[config.mk]
export PLATFORM = sky130hd
export DESIGN_NAME = mem_top
export DESIGN_NICKNAME = d
export VERILOG_FILES = /design/src/design/mem_pkg.sv /design/src/design/dmem_ctrl.sv /design/src/design/ifetch_ctrl.sv /design/src/design/mem_port_arbiter.sv /design/src/design/mem_top.sv
export SDC_FILE = /design/constraint.sdc
export NUM_CORES = 1
export LEC_CHECK = 0
export ABC_AREA = 1
export BUFFER_PORTS_ARGS = -buffer_cell sky130_fd_sc_hd__buf_2
export CORE_ASPECT_RATIO = 1.4
export CORE_MARGIN = 2
export CORE_UTILIZATION = 60
export CTS_CLUSTER_SIZE = 25
export DETAILED_ROUTE_END_ITERATION = 12
export PLACE_DENSITY = 0.78
export SYNTH_ARGS = -nofsm -noshare
export SYNTH_HDL_FRONTEND = slang
export SYNTH_SLANG_ARGS = --single-unit
[constraint.sdc]
create_clock -name clk -period 22.3 [get_ports clk]
set_input_delay 4.46 -clock clk [delete_from_list [all_inputs] [get_ports clk]]
set_output_delay 4.46 -clock clk [all_outputs]
set_load 0.02 [all_outputs]
[src/design/mem_pkg.sv]
// shared types for the fetch/data memory port: commands, operations and channel structs
package mem_pkg;

	// --------------------
	// memory port encodings
	// --------------------

	// memory tag width, tag 0 means rejected or no data
	localparam int TAG_W = 4;

	typedef enum logic [1:0] {
		BUS_NONE  = 2'd0,
		BUS_LOAD  = 2'd1,
		BUS_STORE = 2'd2
	} mem_cmd_e;

	// data side operation
	typedef enum logic {
		OP_LOAD  = 1'b0,
		OP_STORE = 1'b1
	} data_op_e;

	// --------------------
	// memory port structs
	// --------------------

	// command to memory
	typedef struct packed {
		mem_cmd_e    cmd;
		logic [63:0] addr;
		logic [63:0] data;
	} mem_req_t;

	// everything the memory returns
	typedef struct packed {
		logic [TAG_W-1:0] response;
		logic [63:0]      data;
		logic [TAG_W-1:0] tag;
	} mem_rsp_t;

	// --------------------
	// core side channels
	// --------------------

	typedef struct packed {
		logic [63:0] addr;
	} fetch_req_t;

	typedef struct packed {
		logic [63:0] addr;
		logic [63:0] data;
	} fetch_rsp_t;

	typedef struct packed {
		data_op_e    op;
		logic [63:0] addr;
		logic [63:0] wdata;
	} data_req_t;

	// load results only
	typedef struct packed {
		logic [63:0] addr;
		logic [63:0] data;
	} data_rsp_t;

endpackage : mem_pkg

[src/design/dmem_ctrl.sv]
// data memory controller issuing loads and stores, returning load data in order
`timescale 1ns/1ns

module dmem_ctrl #(
	parameter int MAX_OUTSTANDING = 4
) (
	input  logic                       clk,
	input  logic                       rst,

	input  mem_pkg::data_req_t         data_req_i,
	input  logic                       data_req_valid_i,
	output logic                       data_req_ready_o,

	output mem_pkg::data_rsp_t         data_rsp_o,
	output logic                       data_rsp_valid_o,
	input  logic                       data_rsp_ready_i,

	output mem_pkg::mem_req_t          dmem_req_o,
	input  logic [mem_pkg::TAG_W-1:0]  dmem_accept_i,
	input  logic [63:0]                mem_data_i,
	input  logic [mem_pkg::TAG_W-1:0]  mem_tag_i
);

	import mem_pkg::*;

	localparam int PTR_W = (MAX_OUTSTANDING > 1) ? $clog2(MAX_OUTSTANDING) : 1;
	localparam int CNT_W = $clog2(MAX_OUTSTANDING + 1);
	localparam logic [PTR_W-1:0] LAST_PTR = PTR_W'(MAX_OUTSTANDING - 1);

	typedef struct packed {
		logic [TAG_W-1:0] tag;
		logic [63:0]      addr;
	} tq_entry_t;

	// --------------------
	// pending command
	// --------------------
	logic             pend_valid;
	data_req_t        pend_req;

	logic             req_fire;
	logic             issue_fire;
	logic             load_issue;

	// occupancy counts loads only, stores leave nothing behind
	logic [CNT_W:0]   occupancy;

	tq_entry_t        tq_mem [MAX_OUTSTANDING];
	logic [PTR_W-1:0] tq_wr_ptr;
	logic [PTR_W-1:0] tq_rd_ptr;
	logic [CNT_W-1:0] tq_cnt;

	data_rsp_t        rf_mem [MAX_OUTSTANDING];
	logic [PTR_W-1:0] rf_wr_ptr;
	logic [PTR_W-1:0] rf_rd_ptr;
	logic [CNT_W-1:0] rf_cnt;

	logic             capture;
	logic             rsp_fire;

	assign occupancy        = {1'b0, tq_cnt} + {1'b0, rf_cnt};
	assign data_req_ready_o = !pend_valid && (occupancy < (CNT_W+1)'(MAX_OUTSTANDING));
	assign req_fire         = data_req_valid_i && data_req_ready_o;
	assign issue_fire       = pend_valid && (dmem_accept_i != '0);
	assign load_issue       = issue_fire && (pend_req.op == OP_LOAD);

	// commands leave one at a time in request order,
	// so a load never passes an earlier store
	always_comb begin
		if (!pend_valid) begin
			dmem_req_o.cmd = BUS_NONE;
		end else if (pend_req.op == OP_STORE) begin
			dmem_req_o.cmd = BUS_STORE;
		end else begin
			dmem_req_o.cmd = BUS_LOAD;
		end
		dmem_req_o.addr = pend_req.addr;
		dmem_req_o.data = pend_req.wdata;
	end

	// --------------------
	// load return path
	// --------------------
	assign capture          = (tq_cnt != '0) && (mem_tag_i != '0)
		&& (mem_tag_i == tq_mem[tq_rd_ptr].tag);

	assign data_rsp_valid_o = (rf_cnt != '0);
	assign data_rsp_o       = rf_mem[rf_rd_ptr];
	assign rsp_fire         = data_rsp_valid_o && data_rsp_ready_i;

	always_ff @(posedge clk) begin
		if (req_fire) begin
			pend_req <= data_req_i;
		end
		if (load_issue) begin
			tq_mem[tq_wr_ptr] <= '{tag: dmem_accept_i, addr: pend_req.addr};
		end
		if (capture) begin
			rf_mem[rf_wr_ptr] <= '{addr: tq_mem[tq_rd_ptr].addr, data: mem_data_i};
		end
	end

	always_ff @(posedge clk) begin
		if (rst) begin
			pend_valid <= 1'b0;
			tq_wr_ptr  <= '0;
			tq_rd_ptr  <= '0;
			tq_cnt     <= '0;
			rf_wr_ptr  <= '0;
			rf_rd_ptr  <= '0;
			rf_cnt     <= '0;
		end else begin
			if (req_fire) begin
				pend_valid <= 1'b1;
			end else if (issue_fire) begin
				pend_valid <= 1'b0;
			end
			if (load_issue) begin
				tq_wr_ptr <= (tq_wr_ptr == LAST_PTR) ? '0 : tq_wr_ptr + 1'b1;
			end
			if (capture) begin
				tq_rd_ptr <= (tq_rd_ptr == LAST_PTR) ? '0 : tq_rd_ptr + 1'b1;
				rf_wr_ptr <= (rf_wr_ptr == LAST_PTR) ? '0 : rf_wr_ptr + 1'b1;
			end
			if (rsp_fire) begin
				rf_rd_ptr <= (rf_rd_ptr == LAST_PTR) ? '0 : rf_rd_ptr + 1'b1;
			end
			case ({load_issue, capture})
				2'b10:   tq_cnt <= tq_cnt + 1'b1;
				2'b01:   tq_cnt <= tq_cnt - 1'b1;
				default: tq_cnt <= tq_cnt;
			endcase
			// buffer never overflows, requests stop at MAX_OUTSTANDING
			case ({capture, rsp_fire})
				2'b10:   rf_cnt <= rf_cnt + 1'b1;
				2'b01:   rf_cnt <= rf_cnt - 1'b1;
				default: rf_cnt <= rf_cnt;
			endcase
		end
	end

endmodule : dmem_ctrl

[src/design/ifetch_ctrl.sv]
// instruction fetch controller issuing tagged loads and buffering returned words in order
`timescale 1ns/1ns

module ifetch_ctrl #(
	parameter int MAX_OUTSTANDING = 4
) (
	input  logic                       clk,
	input  logic                       rst,

	input  mem_pkg::fetch_req_t        fetch_req_i,
	input  logic                       fetch_req_valid_i,
	output logic                       fetch_req_ready_o,

	output mem_pkg::fetch_rsp_t        fetch_rsp_o,
	output logic                       fetch_rsp_valid_o,
	input  logic                       fetch_rsp_ready_i,

	output mem_pkg::mem_req_t          imem_req_o,
	input  logic [mem_pkg::TAG_W-1:0]  imem_accept_i,
	input  logic [63:0]                mem_data_i,
	input  logic [mem_pkg::TAG_W-1:0]  mem_tag_i
);

	import mem_pkg::*;

	localparam int PTR_W = (MAX_OUTSTANDING > 1) ? $clog2(MAX_OUTSTANDING) : 1;
	localparam int CNT_W = $clog2(MAX_OUTSTANDING + 1);
	localparam logic [PTR_W-1:0] LAST_PTR = PTR_W'(MAX_OUTSTANDING - 1);

	typedef struct packed {
		logic [TAG_W-1:0] tag;
		logic [63:0]      addr;
	} tq_entry_t;

	logic             pend_valid;
	logic [63:0]      pend_addr;

	tq_entry_t        tq_mem [MAX_OUTSTANDING];
	logic [PTR_W-1:0] tq_wr_ptr;
	logic [PTR_W-1:0] tq_rd_ptr;
	logic [CNT_W-1:0] tq_cnt;

	fetch_rsp_t       rf_mem [MAX_OUTSTANDING];
	logic [PTR_W-1:0] rf_wr_ptr;
	logic [PTR_W-1:0] rf_rd_ptr;
	logic [CNT_W-1:0] rf_cnt;

	logic [CNT_W:0]   occupancy;
	logic             req_fire;
	logic             issue_fire;
	logic             capture;
	logic             rsp_fire;

	// loads in flight plus words waiting in the buffer
	assign occupancy         = {1'b0, tq_cnt} + {1'b0, rf_cnt};
	assign fetch_req_ready_o = !pend_valid && (occupancy < (CNT_W+1)'(MAX_OUTSTANDING));
	assign req_fire          = fetch_req_valid_i && fetch_req_ready_o;
	assign issue_fire        = pend_valid && (imem_accept_i != '0);
	// data bus is broadcast, take it only if it is ours and next in order
	assign capture           = (tq_cnt != '0) && (mem_tag_i != '0)
		&& (mem_tag_i == tq_mem[tq_rd_ptr].tag);

	assign fetch_rsp_valid_o = (rf_cnt != '0);
	assign fetch_rsp_o       = rf_mem[rf_rd_ptr];
	assign rsp_fire          = fetch_rsp_valid_o && fetch_rsp_ready_i;

	always_comb begin
		imem_req_o.cmd  = pend_valid ? BUS_LOAD : BUS_NONE;
		imem_req_o.addr = pend_addr;
		imem_req_o.data = '0;
	end

	// --------------------
	// storage
	// --------------------
	always_ff @(posedge clk) begin
		if (req_fire) begin
			pend_addr <= fetch_req_i.addr;
		end
		if (issue_fire) begin
			tq_mem[tq_wr_ptr] <= '{tag: imem_accept_i, addr: pend_addr};
		end
		if (capture) begin
			rf_mem[rf_wr_ptr] <= '{addr: tq_mem[tq_rd_ptr].addr, data: mem_data_i};
		end
	end

	// --------------------
	// control
	// --------------------
	always_ff @(posedge clk) begin
		if (rst) begin
			pend_valid <= 1'b0;
			tq_wr_ptr  <= '0;
			tq_rd_ptr  <= '0;
			tq_cnt     <= '0;
			rf_wr_ptr  <= '0;
			rf_rd_ptr  <= '0;
			rf_cnt     <= '0;
		end else begin
			if (req_fire) begin
				pend_valid <= 1'b1;
			end else if (issue_fire) begin
				pend_valid <= 1'b0;
			end
			if (issue_fire) begin
				tq_wr_ptr <= (tq_wr_ptr == LAST_PTR) ? '0 : tq_wr_ptr + 1'b1;
			end
			if (capture) begin
				tq_rd_ptr <= (tq_rd_ptr == LAST_PTR) ? '0 : tq_rd_ptr + 1'b1;
				rf_wr_ptr <= (rf_wr_ptr == LAST_PTR) ? '0 : rf_wr_ptr + 1'b1;
			end
			if (rsp_fire) begin
				rf_rd_ptr <= (rf_rd_ptr == LAST_PTR) ? '0 : rf_rd_ptr + 1'b1;
			end
			case ({issue_fire, capture})
				2'b10:   tq_cnt <= tq_cnt + 1'b1;
				2'b01:   tq_cnt <= tq_cnt - 1'b1;
				default: tq_cnt <= tq_cnt;
			endcase
			case ({capture, rsp_fire})
				2'b10:   rf_cnt <= rf_cnt + 1'b1;
				2'b01:   rf_cnt <= rf_cnt - 1'b1;
				default: rf_cnt <= rf_cnt;
			endcase
		end
	end

endmodule : ifetch_ctrl

[src/design/mem_port_arbiter.sv]
// rotating-priority arbiter sharing the memory port between fetch and data commands
`timescale 1ns/1ns

module mem_port_arbiter #(
	parameter int ARB_PERIOD = 2
) (
	input  logic                       clk,
	input  logic                       rst,

	input  mem_pkg::mem_req_t          imem_req_i,
	input  mem_pkg::mem_req_t          dmem_req_i,
	input  logic [mem_pkg::TAG_W-1:0]  mem_response_i,

	output mem_pkg::mem_req_t          mem_req_o,
	output logic [mem_pkg::TAG_W-1:0]  imem_accept_o,
	output logic [mem_pkg::TAG_W-1:0]  dmem_accept_o
);

	import mem_pkg::*;

	// bit 0 set means the instruction side has priority this cycle
	logic [ARB_PERIOD-1:0] arb_vec_r;

	logic imem_active;
	logic dmem_active;
	logic imem_wins;

	assign imem_active = (imem_req_i.cmd != BUS_NONE);
	assign dmem_active = (dmem_req_i.cmd != BUS_NONE);

	// priority side wins if it has something, else the other side
	always_comb begin
		if (arb_vec_r[0]) begin
			imem_wins = imem_active;
		end else begin
			imem_wins = !dmem_active;
		end
	end

	// --------------------
	// command mux
	// --------------------
	always_comb begin
		if (imem_wins) begin
			mem_req_o.cmd  = imem_req_i.cmd;
			mem_req_o.addr = imem_req_i.addr;
		end else begin
			mem_req_o.cmd  = dmem_req_i.cmd;
			mem_req_o.addr = dmem_req_i.addr;
		end
		// only the data side writes memory
		mem_req_o.data = dmem_req_i.data;
	end

	// --------------------
	// response routing
	// --------------------

	// the loser sees zero and retries next cycle
	always_comb begin
		imem_accept_o = '0;
		dmem_accept_o = '0;
		if (imem_wins && imem_active) begin
			imem_accept_o = mem_response_i;
		end
		if (!imem_wins && dmem_active) begin
			dmem_accept_o = mem_response_i;
		end
	end

	// one-hot rotation over the window
	always_ff @(posedge clk) begin
		if (rst) begin
			arb_vec_r <= ARB_PERIOD'(1);
		end else begin
			arb_vec_r <= (arb_vec_r >> 1)
				| (ARB_PERIOD'(arb_vec_r[0]) << (ARB_PERIOD - 1));
		end
	end

endmodule : mem_port_arbiter

[src/design/mem_top.sv]
// memory side top level: fetch and data controllers sharing one tagged memory port
`timescale 1ns/1ns

module mem_top #(
	parameter int ARB_PERIOD      = 2,
	parameter int MAX_OUTSTANDING = 4
) (
	input  logic                 clk,
	input  logic                 rst,

	// fetch channel
	input  mem_pkg::fetch_req_t  fetch_req_i,
	input  logic                 fetch_req_valid_i,
	output logic                 fetch_req_ready_o,
	output mem_pkg::fetch_rsp_t  fetch_rsp_o,
	output logic                 fetch_rsp_valid_o,
	input  logic                 fetch_rsp_ready_i,

	// data channel
	input  mem_pkg::data_req_t   data_req_i,
	input  logic                 data_req_valid_i,
	output logic                 data_req_ready_o,
	output mem_pkg::data_rsp_t   data_rsp_o,
	output logic                 data_rsp_valid_o,
	input  logic                 data_rsp_ready_i,

	// memory port
	output mem_pkg::mem_req_t    mem_req_o,
	input  mem_pkg::mem_rsp_t    mem_rsp_i
);

	import mem_pkg::*;

	mem_req_t         imem_req;
	mem_req_t         dmem_req;
	logic [TAG_W-1:0] imem_accept;
	logic [TAG_W-1:0] dmem_accept;

	ifetch_ctrl #(
		.MAX_OUTSTANDING (MAX_OUTSTANDING)
	) u_ifetch_ctrl (
		.clk               (clk),
		.rst               (rst),
		.fetch_req_i       (fetch_req_i),
		.fetch_req_valid_i (fetch_req_valid_i),
		.fetch_req_ready_o (fetch_req_ready_o),
		.fetch_rsp_o       (fetch_rsp_o),
		.fetch_rsp_valid_o (fetch_rsp_valid_o),
		.fetch_rsp_ready_i (fetch_rsp_ready_i),
		.imem_req_o        (imem_req),
		.imem_accept_i     (imem_accept),
		.mem_data_i        (mem_rsp_i.data),
		.mem_tag_i         (mem_rsp_i.tag)
	);

	dmem_ctrl #(
		.MAX_OUTSTANDING (MAX_OUTSTANDING)
	) u_dmem_ctrl (
		.clk              (clk),
		.rst              (rst),
		.data_req_i       (data_req_i),
		.data_req_valid_i (data_req_valid_i),
		.data_req_ready_o (data_req_ready_o),
		.data_rsp_o       (data_rsp_o),
		.data_rsp_valid_o (data_rsp_valid_o),
		.data_rsp_ready_i (data_rsp_ready_i),
		.dmem_req_o       (dmem_req),
		.dmem_accept_i    (dmem_accept),
		.mem_data_i       (mem_rsp_i.data),
		.mem_tag_i        (mem_rsp_i.tag)
	);

	// data and tag lines are broadcast, only the accept is arbitrated
	mem_port_arbiter #(
		.ARB_PERIOD (ARB_PERIOD)
	) u_mem_port_arbiter (
		.clk            (clk),
		.rst            (rst),
		.imem_req_i     (imem_req),
		.dmem_req_i     (dmem_req),
		.mem_response_i (mem_rsp_i.response),
		.mem_req_o      (mem_req_o),
		.imem_accept_o  (imem_accept),
		.dmem_accept_o  (dmem_accept)
	);

endmodule : mem_top

# Yosys cells after proc, flatten, opt, wreduce, memory -nomap -nowiden
# Memory sizes are Yosys's and may differ from the RTL's. A register that Yosys moved wholly into a read port is not among the register bits.
# Index checks and enable logic that the tools add are counted.
[op_classes] addsub=18 n_mul=0 div_mod_pow=0 order_cmp=2 n_eq_ne=18 shift=0 n_mux=39 bitwise_logic=2 reduce_logical=34
[ops] cell="$mux W66" n=1
[ops] cell="$mux W2" n=18
[ops] cell="$eq A2 B2 Y1 const B" n=12
[ops] cell="$pmux W3 S2" n=4
[ops] cell="$add A2 B1 Y2 const B" n=8
[ops] cell="$reduce_bool A2 Y1" n=8
[ops] cell="$logic_and A1 B1 Y1" n=15
[ops] cell="$mux W1" n=14
[ops] cell="$add A3 B1 Y3 const B" n=4
[ops] cell="$reduce_bool A3 Y1" n=4
[ops] cell="$reduce_bool A4 Y1" n=3
[ops] cell="$sub A3 B1 Y3 const B" n=4
[ops] cell="$add A3 B3 Y4" n=2
[ops] cell="$eq A2 B1 Y1 const B" n=4
[ops] cell="$eq A4 B4 Y1" n=2
[ops] cell="$lt A4 B3 Y1 const B" n=2
[ops] cell="$mux W4" n=2
[ops] cell="$logic_not A1 Y1" n=4
[ops] cell="$or A1 B2 Y2" n=1
[ops] cell="$not A1 Y1" n=1
[word_totals] register_bits=225 latchBits=0 mem_bits_rw=1568 romBits=0 in_bits=271 out_inout_bits=390 wordCells=136 n_memories=4
[memory_table] name="u_dmem_ctrl.rf_mem" depth=4 word_bits=128 read_ports=1 rd_ports_with_merged_regs=1 wr=1 line_no="dmem_ctrl.sv:53" source="data_rsp_t rf_mem [MAX_OUTSTANDING];"
[memory_table] name="u_ifetch_ctrl.rf_mem" depth=4 word_bits=128 read_ports=1 rd_ports_with_merged_regs=1 wr=1 line_no="ifetch_ctrl.sv:43" source="fetch_rsp_t rf_mem [MAX_OUTSTANDING];"
[memory_table] name="u_dmem_ctrl.tq_mem" depth=4 word_bits=68 read_ports=1 rd_ports_with_merged_regs=1 wr=1 line_no="dmem_ctrl.sv:48" source="tq_entry_t tq_mem [MAX_OUTSTANDING];"
[memory_table] name="u_ifetch_ctrl.tq_mem" depth=4 word_bits=68 read_ports=1 rd_ports_with_merged_regs=1 wr=1 line_no="ifetch_ctrl.sv:38" source="tq_entry_t tq_mem [MAX_OUTSTANDING];"

# Depth between registers and ports, before layout
# Gate-level depths: netlist of the first run.
[depth] depth_word=13 mapped_depth=19

# Cells and area by module
# From an unflattened synthesis of the first run, not the netlist that was laid out.
[hier_totals] hier_cells=4809 area_unflattened_um2=68690.9
[modules_own_cells] mod="dmem_ctrl" instances=1 cells_per_inst=2311 area_each_um2=34698.3 seq_area_each_um2=27796.7
[modules_own_cells] mod="ifetch_ctrl" instances=1 cells_per_inst=2181 area_each_um2=32296.0 seq_area_each_um2=25844.8
[modules_own_cells] mod="mem_port_arbiter" instances=1 cells_per_inst=317 area_each_um2=1696.6 seq_area_each_um2=40.0

# Worst setup path after synthesis of the first run
# No wires, ideal clock.
[synth_timing] path_kind="in2reg" from="input port mem_rsp_i[3] (netlist name)" to="memory u_dmem_ctrl.rf_mem[0][0] (netlist name), enable pin" setup_time_ns=0.619 arrival_ns=10.453 required_ns=21.681 path_slack_ns=11.228 cell_stages=9 n_path_buf=1 path_cell_list="inv_1 -> nand3_1 -> nand2_1 -> inv_1 -> nand2_1 -> nor2_2 -> nand3_2 -> buf_6 -> nor2_1"
[synth_via] elab_chain_cells=5 word_cells_on_any_way=6
[synth_lines] element="start, declared" line_no="mem_top.sv:29" source="input mem_pkg::mem_rsp_t mem_rsp_i"
[synth_lines] element="$reduce_bool A4 Y1" line_no="dmem_ctrl.sv:84" source="assign capture = (tq_cnt != '0) && (mem_tag_i != '0)"
[synth_lines] element="$logic_and A1 B1 Y1" line_no="dmem_ctrl.sv:84"
[synth_lines] element="$logic_and A1 B1 Y1 (*)" line_no="dmem_ctrl.sv:85" source="&& (mem_tag_i == tq_mem[tq_rd_ptr].tag);"
[synth_lines] element="$mux W1 (*)" line_no="dmem_ctrl.sv:98" source="if (capture) begin"
[synth_lines] element="$mux W1 (implied by the code) (*)" line_no="dmem_ctrl.sv:99" source="rf_mem[rf_wr_ptr] <= '{addr: tq_mem[tq_rd_ptr].addr, data: mem_data_i};"
[synth_lines] element="end, declared" line_no="dmem_ctrl.sv:53"
# Every way passes the cells marked *; elsewhere a longest branch is shown, timed or not.

==> summary.md, run 1 <==
| Metric | Value |
|---|---|
| Leakage | around 26 nW |
| TritonCTS buffer count | between 150 and 200 |
| Clock transition at the registers of the reported paths | roughly 0.070 ns |
| Critical path cell sequence | inv_8, buf_4, o21ai_0, o22ai_1, buf_2 |
| Skew-Pair Late Insertion Delay | 0.78 ns |
| Post-CTS sizing | 0 |
| Setup crit end kind | primary output |
| Sequential cell area fraction in the yosys report | between 80 and 90% |
| Commonest non-fill, non-tap cell in the layout | edfxtp_1 |
| DRT Wirelength | 170 mm |
| Max-slew violation count | 0 |
| RSZ-0062 raised after global routing | false |
| Fraction of layout cells with a size suffix above 1 | approximately 20% |
| Die Span Y | between 300 and 400 um |
| Post-synth top area share | 79.1% |
| Nets | 5,301 |
| Largest delay share family, worst path | buffers and inverters |
| Vias per cell | ~6 |
| WP buf/inv | 3 |
| Die Span X | ~290 um |
| Setup Total Neg Slack | 0 ns |
| Top cells by area, synth | edfxtp_1 79%, o21ai_0 5.9%, nor2_1 4.7% |
| Initial antenna violation count | 40 |
| Max Clk Rate | roughly 120 MHz |
| Synthesized area per cell | 15.0 um2 |
| Total track usage | between 20 and 30% |
| CTS Root Cell | clkbuf_16 |
| Grt ovf | 0 |
| Die ar. | between 100,000 and 150,000 um2 |
| Post-CTS setup buffers | 0 |
| I/O pin count | approximately 660 |
| Max IR drop VDD | between 90 and 100 uV |
| Syn_nets | ~4.8k |
| Post-synth top area cell | edfxtp_1 |
| Post-CTS Hold Fix Bufs | 0 |
| Worst setup path category | reg -> out |
| CTS tree | built |
| CTS sink cnt | 1,801 |
| P per Cell Area | 92.1 nW/um2 |
| First-pass GRT wire length | 243 mm |
| Mapped Area | between 60,000 and 70,000 um2 |
| Buffers added on ports | 660 |
| Final worst slack | 14.06 ns |
| CTS Buffer Depth | 3 |
| Dpl ws | around 14 ns |
| DR DRC count | 0 |
| Run status | finished clean |
| HPWL after detailed placement | 107 mm |
| CP max stage delay | 0.89 ns |
| Worst Path Required | 17.84 ns |
| Startpoint Class | register |
| Mapped Cells | 4,461 |
| Clk_skew | around 0.03 ns |
| Initial Utilization | 60.6% |
| Largest net degree at the start of global routing | approximately 160 |
| MaxCap Viol Count | 0 |
| Vias | around 40k |
| H-tree levels | 4 |
| CP max-delay cell | buf_4 |
| Worst EP arrival | around 3.8 ns |
| Antenna-violating nets left | 0 |
| Final Util | between 60% and 70% |
| CP max FO | between 150 and 200 |
| Final Setup Violations | 0 |
| 1st-iter DRT viols | between 4k and 5k |
| Syn. warnings | 0 |
| CORE AREA | between 100,000 and 150,000 um2 |
| Hold Vio Cnt, Final | 0 |
| Worst min path class | reg -> reg |
| Slew @ Worst Pin | around 1.1 ns |
| Row count | roughly 140 |
| Tmin final | approximately 8.2 ns |
| WL/cell | 25.8 um |
| Most frequent cells in the layout | 1,761 x edfxtp_1, 821 x nor2_1, 786 x o21ai_0, 660 x buf_2, 384 x o22ai_1 |
| Yosys cell types | 30 |
| Vias in the first global route | between 30k and 40k |
| Flops & latches, synth | 1,801 |
| DR pass1 iterations | 5 |
| Final period util | approximately 37% |
| GPL Wtd Cong | 0.926 |
| Slew HR | between 20% and 30% |
| Synth-to-Final Area Change | 13.8% |
==> final timing paths <==
check | from | endpoint | slack, ns | cells past startpoint
setup / recovery | register | data_rsp_o[52] | 14.06 | 5
setup reg to reg | register | u_ifetch_ctrl.rf_mem[2][87]$_DFFE_PP_ | 17.33 | 11
hold reg to reg | u_mem_port_arbiter.arb_vec_r[1]$_SDFF_PP0_ | u_mem_port_arbiter.arb_vec_r[0]$_SDFF_PP1_ | 0.43 | 1
hold / removal | u_mem_port_arbiter.arb_vec_r[1]$_SDFF_PP0_ | u_mem_port_arbiter.arb_vec_r[0]$_SDFF_PP1_ | 0.43 | 1
==> sequential cells by signal (all words and copies together) (netlist names), 64 cells and up, named ones only <==
register and cells:
u_dmem_ctrl.tq_mem 272, u_dmem_ctrl.dmem_req_o 128, u_dmem_ctrl.rf_mem 512, u_ifetch_ctrl.rf_mem 512, u_ifetch_ctrl.tq_mem 272, u_ifetch_ctrl.pend_addr 64
==> kinds of logic (layout without fill, tap and decap cells) <==
logic type	Yosys count	count (layout)	share of synthesized area [%]
flip-flops	1801	1801	80.3
AO/OA/AOI/OAI	1203	1203	9.74
AND/OR/NAND/NOR	958	958	5.50
buffers and inverters	402	1068	2.73
multiplexers	64	64	1.08
adder cells (fa/ha/maj)	32	32	0.644
XOR/XNOR	1	1	0.0243
other	0	26	0
==> area by class of cell <==
| class | instances | area (um2) |
|---|---|---|
| Clock inverter | 80 | 761 |
| Timing Repair Buffer | 706 | 3650 |
| Antenna cell | 26 | 65.1 |
| Multi-Input combinational cell | 2258 | 11500 |
| Sequential cell | 1801 | 53700 |
| Tap cell | 1460 | 1830 |
| Clock buffer | 209 | 4310 |
| Fill cell | 7090 | 34100 |
| Inverter | 73 | 305 |
==> worst reg2reg max path, delay by kind of cell (launching register included) <==
family | cells | cell delay, ns
buf+inv | 4 | 2.58
flops | 1 | 0.49
simple gates | 7 | 1.40
==> Yosys cell counts (all sizes together) <==
master,instances
a21oi,24
a31oi,2
buf,111
clkbuf,218
clkinv,1
dfxtp,40
edfxtp,1761
fa,4
ha,28
inv,72
mux2,64
nand2,83
nand3,29
nand3b,3
nand4,1
nor2,841
o211a,2
o21ai,791
o22ai,384
or2,1
xor2,1
==> per-layer routing <==
metal	vias to the layer above	global-route usage, %	routed length (um)	part of all wire, %
li1	17800	-	-	-
met1	19700	36.4	61100	36
met2	2072	49.6	85100	50
met3	323	6.98	16500	9.7
met4	18	12.9	7620	4.5
met5	-	0	108	0.063
==> metrics by stage <==
stage	instances	total power, W	area [um2]	hold slack (ns)
final	6613	0.00701	76100	0.429
after global placement	6298	0.00439	71000	0.398
after floorplan	4461	0.00418	66900	0.393
after detailed placement	6298	0.00440	71000	0.408
after CTS	6587	0.00703	76100	0.424
after global routing	6595	0.00719	76100	0.433
==> where the power goes <==
group	leakage, nW	switching (W)	internal [W]	total (W)
combinational	7.37	0.000332	0.000124	0.000456
sequential	16.3	0.0000611	0.00381	0.00387
clock	2.44	0.00117	0.00151	0.00268
total	26.1	0.00156	0.00545	0.00701
No activity file was read; power rests on OpenSTA's default activity.
==> run 2: changes to the inputs <==
--- a/config.mk
+++ b/config.mk
@@ -5,14 +5,14 @@
 export SDC_FILE = /design/constraint.sdc
 export NUM_CORES = 1
 export LEC_CHECK = 0
-export ABC_AREA = 1
+export ABC_AREA = 0
 export BUFFER_PORTS_ARGS = -buffer_cell sky130_fd_sc_hd__buf_2
 export CORE_ASPECT_RATIO = 1.4
 export CORE_MARGIN = 2
-export CORE_UTILIZATION = 60
+export CORE_UTILIZATION = 58
 export CTS_CLUSTER_SIZE = 25
 export DETAILED_ROUTE_END_ITERATION = 12
-export PLACE_DENSITY = 0.78
+export PLACE_DENSITY = 0.76
 export SYNTH_ARGS = -nofsm -noshare
 export SYNTH_HDL_FRONTEND = slang
 export SYNTH_SLANG_ARGS = --single-unit
==> constraint.sdc (replaced) <==
create_clock -name clk -period 7.87 [get_ports clk]
set_input_delay 1.574 -clock clk [delete_from_list [all_inputs] [get_ports clk]]
set_output_delay 1.574 -clock clk [all_outputs]
set_load 0.02 [all_outputs]
==> summary.md, run 2 <==
| Metric | Value |
|---|---|
| Final Setup Violations | 0 (unchanged) |
| WL/cell | 31.2 um (was 25.8 um) |
| Setup Total Neg Slack | 0 ns (unchanged) |
| Fraction of layout cells with a size suffix above 1 | 40.6% (was 20.0%) |
| Syn_nets | 2,931 (was 4,764) |
| RSZ-0062 raised after global routing | false (unchanged) |
| Post-CTS Hold Fix Bufs | 0 (unchanged) |
| Top_reg_cell synth | edfxtp_1 (unchanged) |
| Flops & latches, synth | 1,801 (unchanged) |
| CTS sink cnt | 1,801 (unchanged) |
| Run status | finished clean (unchanged) |
| DR DRC count | 0 (unchanged) |
| Max-slew violation count | 0 (unchanged) |
| HPWL after detailed placement | 94.5 mm (was 107 mm) |
| Setup crit end kind | primary output (unchanged) |
| Post-synth top area cell | edfxtp_1 (unchanged) |
| EDFF count, synth | 1,761 (unchanged) |
| P per Cell Area | 252 nW/um2 (was 92.1 nW/um2) |
| CTS Buffer Depth | 3 (unchanged) |
| Most frequent cells in the layout | 1,761 x edfxtp_1, 660 x buf_2, 392 x mux4_2, 168 x clkbuf_16, 65 x mux2_2 (was 1,761 x edfxtp_1, 821 x nor2_1, 786 x o21ai_0, 660 x buf_2, 384 x o22ai_1) |
| Antenna-violating nets left | 0 (unchanged) |
| I/O pin count | 661 (unchanged) |
| Total track usage | 27.1% (was 29.4%) |
| DR pass1 iterations | 5 (unchanged) |
| Largest regs | u_dmem_ctrl.rf_mem: 512 flops, u_ifetch_ctrl.rf_mem: 512 flops (unchanged) |
| Mapped Area | 65,600 um2 (was 66,900 um2) |
| Synth-to-Final Area Change | 15.0% (was 13.8%) |
| Synthesized area per cell | 25.0 um2 (was 15.0 um2) |
| Worst Path Required | 6.30 ns (was 17.84 ns) |
| Top cells by area, synth | edfxtp_1 81%, mux4_2 13%, dfxtp_1 1.2% (was edfxtp_1 79%, o21ai_0 5.9%, nor2_1 4.7%) |
| Power, Total | 0.0190 W (was 0.00701 W) |
| Nets | 3,626 (was 5,301) |
| 1st-iter DRT viols | 3,097 (was 4,654) |
| Post-CTS sizing | 0 (unchanged) |
| Worst setup path category | reg -> out (unchanged) |
| Grt ovf | 0 (unchanged) |
| Die ar. | 116,000 um2 (was 114,000 um2) |
| TritonCTS buffer count | 162 (was 158) |
| CP max FO | 46 (was 153) |
| Largest net degree at the start of global routing | 101 (was 162) |
| Hold Vio Cnt, Final | 0 (unchanged) |
| Slew @ Worst Pin | 1.18 ns (was 1.15 ns) |
| Skew-Pair Late Insertion Delay | 0.78 ns (about the same) |
| Max IR drop VDD | 266 uV (was 90.3 uV) |
| MaxCap Viol Count | 0 (unchanged) |
| Initial Utilization | 58.2% (was 60.6%) |
| Syn. warnings | 0 (unchanged) |
| Max Clk Rate | 199 MHz |
| Vias per cell | 6.12 (was 6.03) |
| Hold WS | 0.447 ns (was 0.429 ns) |
| Commonest non-fill, non-tap cell in the layout | edfxtp_1 (unchanged) |
| CTS tree | built (unchanged) |
| Most frequent cells after synthesis | 1,761 x edfxtp_1, 392 x mux4_2, 65 x mux2_2 (was 1,761 x edfxtp_1, 837 x nor2_1, 786 x o21ai_0) |
| Row count | 146 (was 144) |
| FFs w/ async S/R, synth | 0% (unchanged) |
| Die Span Y | 402 um (was 399 um) |
| Clock transition at the registers of the reported paths | 0.06 ns (was 0.07 ns) |
| Post-CTS setup buffers | 0 (unchanged) |
| Post-synth top area share | 80.6% (was 79.1%) |
| Clk_skew | 0.0218 ns (was 0.0301 ns) |
| Cell with the most instances after synthesis | edfxtp_1 (unchanged) |
| Leakage | 24.4 nW (was 26.1 nW) |
| CORE AREA | 113,000 um2 (was 110,000 um2) |
| DRT Wirelength | 154 mm (was 170 mm) |
| Vias in the first global route | 31.9k (was 37.8k) |
| Sequential cell area fraction in the yosys report | 81.9% (was 80.3%) |
| Buffers added on ports | 660 (unchanged) |
| First-pass GRT wire length | 222 mm (was 243 mm) |
| Worst min path class | reg -> reg (unchanged) |
| Die Span X | 288 um (was 286 um) |
| Yosys cell types | 36 (was 30) |
| Startpoint Class | register (unchanged) |
| GPL Wtd Cong | 0.851 (was 0.926) |
| Initial antenna violation count | 17 (was 40) |
| Slew HR | 21.1% (was 23.5%) |
| Mapped Cells | 2,628 (was 4,461) |
| Tmin final | 5.04 ns |
| Vias | 30.2k (was 39.9k) |
| Final period util | roughly 64% |
| CTS Root Cell | clkbuf_16 (unchanged) |
| H-tree levels | 4 (unchanged) |
| Worst EP arrival | 3.46 ns (was 3.78 ns) |
-- run 2: changes by cell type after synthesis, sizes merged, moves of 46 or more --
cell,previous run,this run
o21ai,791,4
mux4,0,392
nor2,841,27
clkbuf,218,47
o22ai,384,0
inv,72,26
nand2,83,11
-- run 2: routing by layer --
layer | global-route usage, % | up-vias | part of all wire [%]
met5 | 0 | - | 0.067
met4 | 9.26 | 14 | 3.1
met3 | 6.28 | 235 | 9.4
met2 | 45.2 | 1592 | 51
met1 | 35.7 | 16000 | 36
li1 | - | 12400 | -
-- run 2: final cells by class --
cell class	count	area, um2
flip-flops and latches	1801	53700
inverters	26	97.6
fillers	6911	37300
clock inverters	94	747
repair buffers	691	3650
clock buffers	201	4330
diodes	5	12.5
multi-input cells	641	11000
well taps	1480	1850
-- run 2: cell families after synthesis --
logic type | count (synthesis) | synth area share (%)
and+or+nand+nor | 98 | 0.782
adders and majority gates | 32 | 0.656
DFF | 1801 | 81.9
buffers and inverters | 186 | 1.46
AOI/OAI and AO/OA | 30 | 0.298
muxes | 467 | 14.8
xor gates and xnor gates | 14 | 0.187
-- run 2: per-stage QoR --
step / area [um2] / util (%) / setup slack (ns) / std cells
global placement: 70300 / 62.4 / 3.28 / 4639
floorplan: 65600 / - / 1.86 / 2628
detailed placement: 70300 / 62.4 / 3.24 / 4639
global route: 75400 / 66.9 / 2.61 / 4934
finish: 75400 / 66.9 / 2.83 / 4939
CTS: 75400 / 66.9 / 2.76 / 4934
-- run 2: critical path, stage by stage (launching register included) --
cell     delay (ns)
dfxtp_1        0.42
nor2_1         0.10
a21oi_4        0.73
buf_4          0.68
mux2_2         0.42
buf_2          0.16
-- run 2: final timing paths --
path / startpoint / end / slack [ns] / depth (start not counted)
max: u_dmem_ctrl.pend_valid$_SDFFE_PP0P_ / mem_req_o[68] / 2.83 / 5
min: u_mem_port_arbiter.arb_vec_r[1]$_SDFF_PP0_ / u_mem_port_arbiter.arb_vec_r[0]$_SDFF_PP1_ / 0.45 / 1
max reg2reg: register / u_dmem_ctrl.rf_mem[2][106]$_DFFE_PP_ / 3.46 / 6
min reg2reg: u_mem_port_arbiter.arb_vec_r[1]$_SDFF_PP0_ / u_mem_port_arbiter.arb_vec_r[0]$_SDFF_PP1_ / 0.45 / 1
-- run 2: power breakdown --
group	switching [W]	leakage (nW)	total [W]	internal, W
Clock	0.00332	2.48	0.00758	0.00426
Combinational	0.000406	5.62	0.000633	0.000227
Sequential	0.000124	16.3	0.0108	0.0107
